**src/mips_ex_macros.svh**
```systemverilog
`ifndef MIPS_EX_MACROS_SVH
`define MIPS_EX_MACROS_SVH

// Datapath widths
`define MIPS_WORD_W      32
`define MIPS_REG_ADDR_W  5
`define MIPS_IMM_W       16
`define MIPS_SHAMT_W     5
`define MIPS_LUI_SHAMT   5'd16

// Primary opcodes
`define MIPS_OP_SPECIAL  6'h00
`define MIPS_OP_ADDI     6'h08
`define MIPS_OP_ADDIU    6'h09
`define MIPS_OP_SLTI     6'h0a
`define MIPS_OP_ANDI     6'h0c
`define MIPS_OP_ORI      6'h0d
`define MIPS_OP_XORI     6'h0e
`define MIPS_OP_LUI      6'h0f

// SPECIAL funct codes
`define MIPS_FN_SLL      6'h00
`define MIPS_FN_SRL      6'h02
`define MIPS_FN_SRA      6'h03
`define MIPS_FN_SLLV     6'h04
`define MIPS_FN_SRLV     6'h06
`define MIPS_FN_SRAV     6'h07
`define MIPS_FN_MOVZ     6'h0a
`define MIPS_FN_MOVN     6'h0b
`define MIPS_FN_ADD      6'h20
`define MIPS_FN_ADDU     6'h21
`define MIPS_FN_SUB      6'h22
`define MIPS_FN_SUBU     6'h23
`define MIPS_FN_AND      6'h24
`define MIPS_FN_OR       6'h25
`define MIPS_FN_XOR      6'h26
`define MIPS_FN_NOR      6'h27
`define MIPS_FN_SLT      6'h2a
`define MIPS_FN_SLTU     6'h2b

`endif

```
**src/mips_ex_pkg.sv**
```systemverilog
`include "mips_ex_macros.svh"

package mips_ex_pkg;

    //////////////////////////////
    // Instruction word views
    //////////////////////////////

    typedef struct packed {
        logic [5:0]                  opcode;
        logic [`MIPS_REG_ADDR_W-1:0] rs;
        logic [`MIPS_REG_ADDR_W-1:0] rt;
        logic [`MIPS_REG_ADDR_W-1:0] rd;
        logic [`MIPS_SHAMT_W-1:0]    shamt;
        logic [5:0]                  funct;
    } r_view_t;

    typedef struct packed {
        logic [5:0]                  opcode;
        logic [`MIPS_REG_ADDR_W-1:0] rs;
        logic [`MIPS_REG_ADDR_W-1:0] rt;
        logic [`MIPS_IMM_W-1:0]      imm;
    } i_view_t;

    // Same 32 bits seen as R-type or I-type layout
    typedef union packed {
        r_view_t r;
        i_view_t i;
    } instr_u;

    //////////////////////////////
    // Operation codes
    //////////////////////////////

    typedef enum logic [3:0] {
        ALU_ADD,
        ALU_SUB,
        ALU_AND,
        ALU_OR,
        ALU_XOR,
        ALU_NOR,
        ALU_SLT,
        ALU_SLTU,
        ALU_PASS
    } alu_op_e;

    // Encoding follows funct[1:0] of the shift instructions
    typedef enum logic [1:0] {
        SH_SLL = 2'b00,
        SH_SRL = 2'b10,
        SH_SRA = 2'b11
    } shift_op_e;

    typedef enum logic {
        RES_ALU,
        RES_SHIFT
    } res_sel_e;

    // Five rules need three bits
    typedef enum logic [2:0] {
        WR_ALWAYS,
        WR_NO_OVF,
        WR_RT_ZERO,
        WR_RT_NONZERO,
        WR_NEVER
    } wr_rule_e;

endpackage

```
**src/ex_op_if.sv**
```systemverilog
`timescale 1ns/100ps
`include "mips_ex_macros.svh"

// Decoded operation from the issue stage to the ALU and shift paths
interface ex_op_if;
    logic                        valid;
    mips_ex_pkg::alu_op_e        alu_op;
    mips_ex_pkg::shift_op_e      shift_op;
    logic                        shamt_var;
    logic [`MIPS_WORD_W-1:0]     a;
    logic [`MIPS_WORD_W-1:0]     b;
    logic [`MIPS_SHAMT_W-1:0]    shamt;
    logic [`MIPS_REG_ADDR_W-1:0] dest;
    mips_ex_pkg::res_sel_e       res_sel;
    mips_ex_pkg::wr_rule_e       wr_rule;

    modport issue (
        output valid, alu_op, shift_op, shamt_var, a, b, shamt, dest, res_sel, wr_rule
    );
    modport path (
        input valid, alu_op, shift_op, shamt_var, a, b, shamt, dest, res_sel, wr_rule
    );
endinterface

// ALU result plus the control fields that ride along with it
interface alu_res_if;
    logic                        valid;
    logic [`MIPS_WORD_W-1:0]     result;
    logic                        overflow;
    logic                        rt_zero;
    logic [`MIPS_REG_ADDR_W-1:0] dest;
    mips_ex_pkg::res_sel_e       res_sel;
    mips_ex_pkg::wr_rule_e       wr_rule;

    modport alu (output valid, result, overflow, rt_zero, dest, res_sel, wr_rule);
    modport merge (input valid, result, overflow, rt_zero, dest, res_sel, wr_rule);
endinterface

```
**src/ex_issue.sv**
```systemverilog
`timescale 1ns/100ps
`include "mips_ex_macros.svh"

module ex_issue (
    input  logic                    clk,
    input  logic                    rst,
    input  logic                    in_valid,
    output logic                    in_ready,
    input  mips_ex_pkg::instr_u     instr,
    input  logic [`MIPS_WORD_W-1:0] rs_data,
    input  logic [`MIPS_WORD_W-1:0] rt_data,
    input  logic                    advance,
    ex_op_if.issue                  op
);

    mips_ex_pkg::alu_op_e        alu_op_d;
    mips_ex_pkg::shift_op_e      shift_op_d;
    logic                        shamt_var_d;
    logic [`MIPS_SHAMT_W-1:0]    shamt_d;
    mips_ex_pkg::res_sel_e       res_sel_d;
    mips_ex_pkg::wr_rule_e       wr_rule_d;
    logic                        special;
    logic                        imm_signed;
    logic [`MIPS_WORD_W-1:0]     imm_ext;
    logic [`MIPS_WORD_W-1:0]     b_d;
    logic [`MIPS_REG_ADDR_W-1:0] dest_d;

    assign in_ready = advance;

    //////////////////////////////
    // Operand and destination
    //////////////////////////////

    assign special    = (instr.i.opcode == `MIPS_OP_SPECIAL);
    assign imm_signed = (instr.i.opcode == `MIPS_OP_ADDI) ||
                        (instr.i.opcode == `MIPS_OP_ADDIU) ||
                        (instr.i.opcode == `MIPS_OP_SLTI);
    assign imm_ext = imm_signed
        ? {{(`MIPS_WORD_W-`MIPS_IMM_W){instr.i.imm[`MIPS_IMM_W-1]}}, instr.i.imm}
        : {{(`MIPS_WORD_W-`MIPS_IMM_W){1'b0}}, instr.i.imm};

    // rd for R-type, rt for I-type
    assign dest_d = special ? instr.r.rd : instr.i.rt;
    assign b_d    = special ? rt_data : imm_ext;

    //////////////////////////////
    // Opcode and funct decode
    //////////////////////////////

    always_comb begin
        alu_op_d    = mips_ex_pkg::ALU_PASS;
        // Shift kind and variable amount come straight from funct bits
        shift_op_d  = instr.r.funct[1] ?
                      (instr.r.funct[0] ? mips_ex_pkg::SH_SRA : mips_ex_pkg::SH_SRL) :
                      mips_ex_pkg::SH_SLL;
        shamt_var_d = instr.r.funct[2];
        shamt_d     = instr.r.shamt;
        res_sel_d   = mips_ex_pkg::RES_ALU;
        wr_rule_d   = mips_ex_pkg::WR_ALWAYS;
        if (special) begin
            case (instr.r.funct)
                `MIPS_FN_SLL, `MIPS_FN_SRL, `MIPS_FN_SRA,
                `MIPS_FN_SLLV, `MIPS_FN_SRLV, `MIPS_FN_SRAV:
                    res_sel_d = mips_ex_pkg::RES_SHIFT;
                `MIPS_FN_MOVZ: wr_rule_d = mips_ex_pkg::WR_RT_ZERO;
                `MIPS_FN_MOVN: wr_rule_d = mips_ex_pkg::WR_RT_NONZERO;
                `MIPS_FN_ADD: begin
                    alu_op_d  = mips_ex_pkg::ALU_ADD;
                    wr_rule_d = mips_ex_pkg::WR_NO_OVF;
                end
                `MIPS_FN_SUB: begin
                    alu_op_d  = mips_ex_pkg::ALU_SUB;
                    wr_rule_d = mips_ex_pkg::WR_NO_OVF;
                end
                `MIPS_FN_ADDU: alu_op_d = mips_ex_pkg::ALU_ADD;
                `MIPS_FN_SUBU: alu_op_d = mips_ex_pkg::ALU_SUB;
                `MIPS_FN_AND:  alu_op_d = mips_ex_pkg::ALU_AND;
                `MIPS_FN_OR:   alu_op_d = mips_ex_pkg::ALU_OR;
                `MIPS_FN_XOR:  alu_op_d = mips_ex_pkg::ALU_XOR;
                `MIPS_FN_NOR:  alu_op_d = mips_ex_pkg::ALU_NOR;
                `MIPS_FN_SLT:  alu_op_d = mips_ex_pkg::ALU_SLT;
                `MIPS_FN_SLTU: alu_op_d = mips_ex_pkg::ALU_SLTU;
                default:       wr_rule_d = mips_ex_pkg::WR_NEVER;
            endcase
        end else begin
            case (instr.i.opcode)
                `MIPS_OP_ADDI: begin
                    alu_op_d  = mips_ex_pkg::ALU_ADD;
                    wr_rule_d = mips_ex_pkg::WR_NO_OVF;
                end
                `MIPS_OP_ADDIU: alu_op_d = mips_ex_pkg::ALU_ADD;
                `MIPS_OP_SLTI:  alu_op_d = mips_ex_pkg::ALU_SLT;
                `MIPS_OP_ANDI:  alu_op_d = mips_ex_pkg::ALU_AND;
                `MIPS_OP_ORI:   alu_op_d = mips_ex_pkg::ALU_OR;
                `MIPS_OP_XORI:  alu_op_d = mips_ex_pkg::ALU_XOR;
                // LUI is the zero-extended immediate shifted left by 16
                `MIPS_OP_LUI: begin
                    res_sel_d   = mips_ex_pkg::RES_SHIFT;
                    shift_op_d  = mips_ex_pkg::SH_SLL;
                    shamt_var_d = 1'b0;
                    shamt_d     = `MIPS_LUI_SHAMT;
                end
                default: wr_rule_d = mips_ex_pkg::WR_NEVER;
            endcase
        end
    end

    //////////////////////////////
    // Issue register
    //////////////////////////////

    always_ff @(posedge clk) begin
        if (rst) begin
            op.valid <= 1'b0;
        end else if (advance) begin
            op.valid <= in_valid;
        end
    end

    always_ff @(posedge clk) begin
        if (advance) begin
            op.alu_op    <= alu_op_d;
            op.shift_op  <= shift_op_d;
            op.shamt_var <= shamt_var_d;
            op.a         <= rs_data;
            op.b         <= b_d;
            op.shamt     <= shamt_d;
            op.dest      <= dest_d;
            op.res_sel   <= res_sel_d;
            op.wr_rule   <= wr_rule_d;
        end
    end

endmodule

```
**src/alu_path.sv**
```systemverilog
`timescale 1ns/100ps
`include "mips_ex_macros.svh"

module alu_path (
    input  logic  clk,
    input  logic  rst,
    input  logic  advance,
    ex_op_if.path op,
    alu_res_if.alu res
);

    logic [`MIPS_WORD_W-1:0] sum;
    logic [`MIPS_WORD_W-1:0] diff;
    logic [`MIPS_WORD_W-1:0] alu_d;
    logic                    a_msb;
    logic                    b_msb;
    logic                    ovf_d;
    logic                    lt_signed;
    logic                    lt_unsigned;

    assign sum   = op.a + op.b;
    assign diff  = op.a - op.b;
    assign a_msb = op.a[`MIPS_WORD_W-1];
    assign b_msb = op.b[`MIPS_WORD_W-1];

    assign lt_signed   = $signed(op.a) < $signed(op.b);
    assign lt_unsigned = op.a < op.b;

    always_comb begin
        case (op.alu_op)
            mips_ex_pkg::ALU_ADD:  alu_d = sum;
            mips_ex_pkg::ALU_SUB:  alu_d = diff;
            mips_ex_pkg::ALU_AND:  alu_d = op.a & op.b;
            mips_ex_pkg::ALU_OR:   alu_d = op.a | op.b;
            mips_ex_pkg::ALU_XOR:  alu_d = op.a ^ op.b;
            mips_ex_pkg::ALU_NOR:  alu_d = ~(op.a | op.b);
            mips_ex_pkg::ALU_SLT:  alu_d = {{(`MIPS_WORD_W-1){1'b0}}, lt_signed};
            mips_ex_pkg::ALU_SLTU: alu_d = {{(`MIPS_WORD_W-1){1'b0}}, lt_unsigned};
            // Moves hand rs through unchanged
            default:               alu_d = op.a;
        endcase
    end

    // Signed overflow when operands of like sign give a result of the other sign
    always_comb begin
        case (op.alu_op)
            mips_ex_pkg::ALU_ADD: ovf_d = (a_msb == b_msb) && (sum[`MIPS_WORD_W-1] != a_msb);
            mips_ex_pkg::ALU_SUB: ovf_d = (a_msb != b_msb) && (diff[`MIPS_WORD_W-1] != a_msb);
            default:              ovf_d = 1'b0;
        endcase
    end

    //////////////////////////////
    // Result register
    //////////////////////////////

    always_ff @(posedge clk) begin
        if (rst) begin
            res.valid <= 1'b0;
        end else if (advance) begin
            res.valid <= op.valid;
        end
    end

    always_ff @(posedge clk) begin
        if (advance) begin
            res.result   <= alu_d;
            res.overflow <= ovf_d;
            res.rt_zero  <= (op.b == '0);
            res.dest     <= op.dest;
            res.res_sel  <= op.res_sel;
            res.wr_rule  <= op.wr_rule;
        end
    end

endmodule

```
**src/shift_path.sv**
```systemverilog
`timescale 1ns/100ps
`include "mips_ex_macros.svh"

module shift_path (
    input  logic                    clk,
    input  logic                    rst,
    input  logic                    advance,
    ex_op_if.path                   op,
    output logic [`MIPS_WORD_W-1:0] shift_result
);

    logic [`MIPS_SHAMT_W-1:0] amount;
    logic [`MIPS_WORD_W-1:0]  shifted;

    // Variable forms take the low five bits of rs
    assign amount = op.shamt_var ? op.a[`MIPS_SHAMT_W-1:0] : op.shamt;

    //////////////////////////////
    // Barrel shifter
    //////////////////////////////

    always_comb begin
        case (op.shift_op)
            mips_ex_pkg::SH_SRL: shifted = op.b >> amount;
            // Sign bit fills from the left
            mips_ex_pkg::SH_SRA: shifted = $signed(op.b) >>> amount;
            default:             shifted = op.b << amount;
        endcase
    end

    always_ff @(posedge clk) begin
        if (rst) begin
            shift_result <= '0;
        end else if (advance) begin
            shift_result <= shifted;
        end
    end

endmodule

```
**src/ex_merge.sv**
```systemverilog
`timescale 1ns/100ps
`include "mips_ex_macros.svh"

module ex_merge (
    input  logic                        clk,
    input  logic                        rst,
    alu_res_if.merge                    res,
    input  logic [`MIPS_WORD_W-1:0]     shift_result,
    input  logic                        out_ready,
    output logic                        out_valid,
    output logic [`MIPS_WORD_W-1:0]     result,
    output logic [`MIPS_REG_ADDR_W-1:0] dest,
    output logic                        reg_write,
    output logic                        advance
);

    logic [`MIPS_WORD_W-1:0] result_d;
    logic                    write_d;

    // Whole pipe moves when the output slot is free or being drained
    assign advance = !out_valid || out_ready;

    assign result_d = (res.res_sel == mips_ex_pkg::RES_SHIFT) ? shift_result : res.result;

    //////////////////////////////
    // Register write rules
    //////////////////////////////

    always_comb begin
        case (res.wr_rule)
            mips_ex_pkg::WR_ALWAYS:     write_d = 1'b1;
            mips_ex_pkg::WR_NO_OVF:     write_d = !res.overflow;
            mips_ex_pkg::WR_RT_ZERO:    write_d = res.rt_zero;
            mips_ex_pkg::WR_RT_NONZERO: write_d = !res.rt_zero;
            default:                    write_d = 1'b0;
        endcase
    end

    //////////////////////////////
    // Output register
    //////////////////////////////

    always_ff @(posedge clk) begin
        if (rst) begin
            out_valid <= 1'b0;
        end else if (advance) begin
            out_valid <= res.valid;
        end
    end

    // Held steady while stalled
    always_ff @(posedge clk) begin
        if (advance) begin
            result    <= result_d;
            dest      <= res.dest;
            reg_write <= write_d;
        end
    end

endmodule

```
**src/mips_ex_top.sv**
```systemverilog
`timescale 1ns/100ps
`include "mips_ex_macros.svh"

module mips_ex_top (
    input  logic                        clk,
    input  logic                        rst,
    // Instruction in
    input  logic                        in_valid,
    output logic                        in_ready,
    input  logic [`MIPS_WORD_W-1:0]     instr,
    input  logic [`MIPS_WORD_W-1:0]     rs_data,
    input  logic [`MIPS_WORD_W-1:0]     rt_data,
    // Result out
    output logic                        out_valid,
    input  logic                        out_ready,
    output logic [`MIPS_WORD_W-1:0]     result,
    output logic [`MIPS_REG_ADDR_W-1:0] dest,
    output logic                        reg_write
);

    logic                    advance;
    logic [`MIPS_WORD_W-1:0] shift_result;

    ex_op_if   u_op_if ();
    alu_res_if u_res_if ();

    //////////////////////////////
    // Stages
    //////////////////////////////

    ex_issue u_ex_issue (
        .clk      ( clk      ),
        .rst      ( rst      ),
        .in_valid ( in_valid ),
        .in_ready ( in_ready ),
        .instr    ( instr    ),
        .rs_data  ( rs_data  ),
        .rt_data  ( rt_data  ),
        .advance  ( advance  ),
        .op       ( u_op_if  )
    );

    alu_path u_alu_path (
        .clk     ( clk      ),
        .rst     ( rst      ),
        .advance ( advance  ),
        .op      ( u_op_if  ),
        .res     ( u_res_if )
    );

    shift_path u_shift_path (
        .clk          ( clk          ),
        .rst          ( rst          ),
        .advance      ( advance      ),
        .op           ( u_op_if      ),
        .shift_result ( shift_result )
    );

    ex_merge u_ex_merge (
        .clk          ( clk          ),
        .rst          ( rst          ),
        .res          ( u_res_if     ),
        .shift_result ( shift_result ),
        .out_ready    ( out_ready    ),
        .out_valid    ( out_valid    ),
        .result       ( result       ),
        .dest         ( dest         ),
        .reg_write    ( reg_write    ),
        .advance      ( advance      )
    );

endmodule

```
**config.mk**
```make
export PLATFORM = sky130hd
export DESIGN_NAME = mips_ex_top
export DESIGN_NICKNAME = d
export VERILOG_FILES = /design/src/mips_ex_pkg.sv /design/src/ex_op_if.sv /design/src/ex_issue.sv /design/src/alu_path.sv /design/src/shift_path.sv /design/src/ex_merge.sv /design/src/mips_ex_top.sv
export VERILOG_INCLUDE_DIRS = /design/src /design/src/src
export SDC_FILE = /design/constraint.sdc
export NUM_CORES = 1
export LEC_CHECK = 0
export BUFFER_PORTS_ARGS = -buffer_cell sky130_fd_sc_hd__buf_2
export CORE_UTILIZATION = 45
export CTS_CLUSTER_DIAMETER = 100
export CTS_CLUSTER_SIZE = 12
export DETAILED_ROUTE_END_ITERATION = 8
export RECOVER_POWER = 50
export SLEW_MARGIN = 30
export SYNTH_ARGS = -nofsm -noshare
export SYNTH_HDL_FRONTEND = slang
export SYNTH_SLANG_ARGS = --single-unit
```
**constraint.sdc**
```tcl
create_clock -name clk -period 8.4 [get_ports clk]
set_clock_uncertainty 0.05 [all_clocks]
set_input_delay 1.26 -clock clk [delete_from_list [all_inputs] [get_ports clk]]
set_output_delay 1.26 -clock clk [all_outputs]
set_load 0.05 [all_outputs]
```
; Word level (Yosys, flattened, before mapping)
; Cells that the tools add are included.
; Widths: inputs -> output; s select.
[word_totals]
ff_bits = 201
inputBits = 100
word_cells = 119
[op_classes]
n_addsub = 2
order_cmp = 2
n_eq_ne = 40
shifts = 3
mux = 26
bitwise = 4
n_reduce_logical = 20
[ops]
columns = op, count
row1 = $pmux 32 s8, 1
row2 = $mux 32, 3
row3 = $lt 32x32->1, 2
row4 = $pmux 32 s2, 1
row5 = $eq 6x6->1 const B, 10
row6 = $eq 6x4->1 const B, 9
row7 = $add 32x32->32, 1
row8 = $and 32x32->32, 1
row9 = $logic_not 32->1, 1
row10 = $not 32->32, 1
row11 = $or 32x32->32, 1
row12 = $pmux 4 s8, 1
row13 = $shl 32x5->32, 1
row14 = $shr 32x5->32, 1
row15 = $sshr 32x5->32, 1
row16 = $sub 32x32->32, 1
row17 = $xor 32x32->32, 1
row18 = $mux 5, 4
row19 = $pmux 4 s5, 1
row20 = $eq 6x3->1 const B, 3
row21 = $eq 4x3->1 const B, 4
row22 = $reduce_or 14->1, 1
row23 = $eq 6x2->1 const B, 2
row24 = $logic_not 6->1, 2
row25 = other kinds (22), 43

; Longest topological paths before layout
[logic_depth]
word_depth = 5
ltp_mapped = 13
mapped_depth_nobuf = 12

; Hierarchy
; Synthesis repeated with hierarchy kept, for this count alone.
[unflattened]
hier_cells = 1878
area_unflattened_um2 = 17713.2
[modules_own_cells]
columns = mod, n_inst, cells_each, area_each_um2, seq_area_each_um2
row1 = alu_path, 1, 924, 6959.2, 1311.3
row2 = shift_path, 1, 685, 5665.4, 640.6
row3 = ex_issue, 1, 188, 3337.0, 2572.5
row4 = ex_merge, 1, 81, 1751.7, 1161.1

; Worst setup path after synthesis
; No wires, ideal clock.
[synth_timing]
path_type = input-to-output
from = in out_ready
to = out in_ready
arrival_ps = 6754
path_slack_ps = 336
path_stages = 4
path_cell_list = nor2b_1 > inv_1 > clkbuf_1 > clkbuf_1
[synth_via]
elab_chain_len = 1
[synth_lines]
columns = element, line
row1 = "start, declared", mips_ex_top.sv:15  ; input logic out_ready,
row2 = $logic_or 1x1->1, ex_merge.sv:21  ; assign advance = !out_valid || out_ready;
row3 = "end, declared", mips_ex_top.sv:9  ; output logic in_ready,
; No other way between the ends.

; Worst setup path after layout
; Same ends and word-level chain as after synthesis.

==> results.yml <==
outcome:
  status: "finished, violations left"
  violations: "capacitance limit, slew limit"
pwr:
  leakage_uw: 0.007479
  peakVddDrop_mv: 0.1426
  powerDensity_mw_per_mm2: 169.5
synthesis:
  synth_top_family_by_area: "compound AO/OA/AOI/OAI gates"
  synth_ff_type: "edfxtp_1"
  synth_edf_count: 166
  yosys.area_share.simple_pct: 14.48
  ys_seq_elements: 201
  async_flop_share_pct: 0
  syn_area_per_cell_um2: 8.738
  synthesis.nets: 2135
  synth_area_mm2: 0.01686
  yosysTopAreaCell: "edfxtp_1"
  synth_cell_types: 90
  synth_top_area_share_pct: 29.56
  synth_xor_area_share_pct: 1.662
  muxShareOfSynthArea_pct: 11.82
  postSynthCellCount: 1930
  yosysSeqAreaShare_pct: 33.71
  synth_area_leaders: "edfxtp_1 30%, ha_1 7.6%, a21oi_1 6.1%"
  synthAdderAreaFrac_pct: 7.880
  ys_warn_count: 0
  synth_compound_area_share_pct: 24.18
setup_path:
  startpoint_type: "primary input"
  worst-path-buf-inv: 4
  crit_path_frequent_cell: "buf_2"
  crit_type: "in2out"
  cp.arrival_ns: 3.23
  cp-end-kind: "output port"
  critPathTopFamily: "buffers and inverters"
  critPathSlowestCell: "clkbuf_1"
  crit_fanout: 77
  crit_chain: "buf_2, nor2b_2, clkbuf_1, inv_8, buf_2"
  cpPeakStageDelay_ns: 0.91
  required_ns: 7.09
sta:
  hold_ws_ns: 0.3648
  setup_violations: 0
  period_minus_slack_ns: 4.545
  rsz0062_at_grt: "no"
  tightestPinTransition_ns: 2.027
  timing.final.hold_violations: 0
  max_clock_freq_ghz: 0.2200
  finalCritPeriodShare_pct: 54.10
  slew_headroom_pct: -35.14
  tns_ns: 0
  drv_slew: 109
detailed_routing:
  ant_nets: 0
  drt_iter0_drc: 1758
  drc_errors: 0
  dr.pass1.iters: 6
  post_drt_wl_per_cell_um: 24.32
  wirelength_um: 59700
  vias: 15590
  via_per_inst: 6.350
global_route:
  grt_pass1_vias: 14600
  grtUsageTotal_pct: 30.82
  grt_max_degree: 87
  grt_pass1_wl_um: 89830
  antenna_found_initial: 1
  gr-total-overflow: 0
floorplanning:
  core_area_mm2: 0.03679
  die_area_mm2: 0.03825
  start_util_pct: 45.84
  die_y_um: 195.6
  row_count: 70
  ios: 140
  die_w_um: 195.6
worst_hold_path:
  hold_path_class: "reg2reg"
clock_tree:
  hold_buffers: 0
  htree_levels: 1
  cts_buffer_depth: 3
  cts_setup_buffers: 0
  cts_root_buffer: "clkbuf_16"
  cts_tree: "done"
  clk_latency_ns: 0.53
  clock-sinks: 201
  clkTransAtPathRegs_ns: 0.05
  numCtsBuffers: 22
  cts.repair.resized: 0
place:
  port_buffers: 134
  hpwl_um: 43080
  place.gp.congestion: 0.9650
flow_run:
  maxCapViolCount: 3
final_layout:
  nNetsFinal: 2180
  finalCoreUtilization_pct: 49.98
  drive_above_1_share_pct: 12.08
  syn_to_final_growth_pct: 9.030
-- cells in the final DEF (no fill, tap or decap), types with 52 or more instances in the layout --
master    synthesis  final
a21oi_1         206    206
nor2_1          203    201
inv_1           106    105
o21ai_0          97     97
nand2_1         179    179
buf_2            34     93
clkbuf_1         87     52
edfxtp_1        166    166
ha_1            103    103
mux2i_1         100     96
-- cell families (layout without fill, tap and decap cells) --
kind of cell / after synthesis / count (layout)
buf+inv: 253 / 309
mux: 165 / 165
other cells: 0 / 1
flops: 201 / 201
xor+xnor: 32 / 32
compound gates: 623 / 623
fa+ha+maj: 105 / 105
simple gates: 551 / 551
-- worst reg2reg max path, cell delays in order, from the launching register on --
cell and delay (ns):
edfxtp_1 0.84, mux2i_4 0.33, buf_4 0.57, mux2i_1 0.66
mux2i_1 0.31, a21oi_1 0.38, nor2_1 0.10, a2111oi_1 0.72
nor3_1 0.10
-- synth_stat cells (8+ instances only) --
master    instances
a211oi_1         47
inv_1           106
nor2b_1          13
o22ai_1           8
clkbuf_1         87
xnor2_1          29
a221oi_1         32
a21oi_1         206
mux2i_1         100
mux2_2           40
o21ai_0          97
o21ai_1           8
nor2_1          203
dfxtp_1          35
a311oi_1         17
nand4_1          10
o211ai_1         33
nand2b_1         15
o31ai_1          12
ha_1            103
buf_1            13
nand3_1          24
a21o_1           33
o311ai_0         10
edfxtp_1        166
buf_2            34
a31oi_1          24
nor4_1           27
nand2_1         179
o21bai_1         13
mux4_2           19
nor3_1           42
-- flip-flops by register name (all words and copies together) (netlist names), 3 cells and up --
| name | flops |
|---|---|
| u_ex_issue.op.b | 32 |
| u_ex_issue.op.alu_op | 4 |
| u_shift_path.shift_result | 32 |
| u_ex_issue.op.a | 32 |
| u_ex_issue.op.wr_rule | 3 |
| u_alu_path.res.wr_rule | 3 |
| u_alu_path.res.dest | 5 |
| u_alu_path.res.result | 32 |
| u_ex_merge.result | 32 |
| u_ex_issue.op.shamt | 5 |
| u_ex_merge.dest | 5 |
| u_ex_issue.op.dest | 5 |
-- where the power goes --
part | leakage, uW | total (uW) | switching (uW) | internal [uW]
combinational | 0.00509 | 974 | 651 | 323
clock | 0.000312 | 896 | 393 | 503
sequential | 0.00208 | 1240 | 72.7 | 1170
-- path summary, 6_finish.rpt --
kind	slack, ns	end	start	depth (start not counted)
setup reg to reg	4.13	u_shift_path.shift_result[24]	u_ex_issue.op.shamt_var	8
setup / recovery	3.86	in_ready	out_ready	5
hold / removal	0.36	u_ex_merge.dest[2]	u_alu_path.res.dest[2]	0
hold reg to reg	0.36	u_ex_merge.dest[2]	u_alu_path.res.dest[2]	0
-- final cells by class --
cell class                 instances  area (um^2)
clock inverter                     4        33.78
clock buffer                      31        605.6
sequential                       201         5685
tap                              468        585.6
inverter                         107        409.1
multi-input combinational       1476        10200
timing repair buffer             167        859.6
antenna                            1        2.502
fill                            3568        18400
-- metrics by stage --
step                cell area [um^2]  total power, uW  cells  setup WS [ns]
global route                   18380             3252   2454          3.771
global placement               17790             2213   2419          4.193
CTS                            18440             3129   2454          4.111
finish                         18390             3116   2455          3.855
detailed placement             17800             2220   2419          4.139
floorplan                      16860             1934   1930         0.3364
-- metal layers --
layer  part of all wire [%]  vias to the layer above  global-route usage [%]
met2                     44                      681                   47.94
met1                     45                     7532                   43.92
met5                      0                        -                       0
met4                    3.5                        0                   10.97
met3                    7.0                      106                   3.800
li1                       -                     7271                       -
Power figures use the tool's default switching activity.
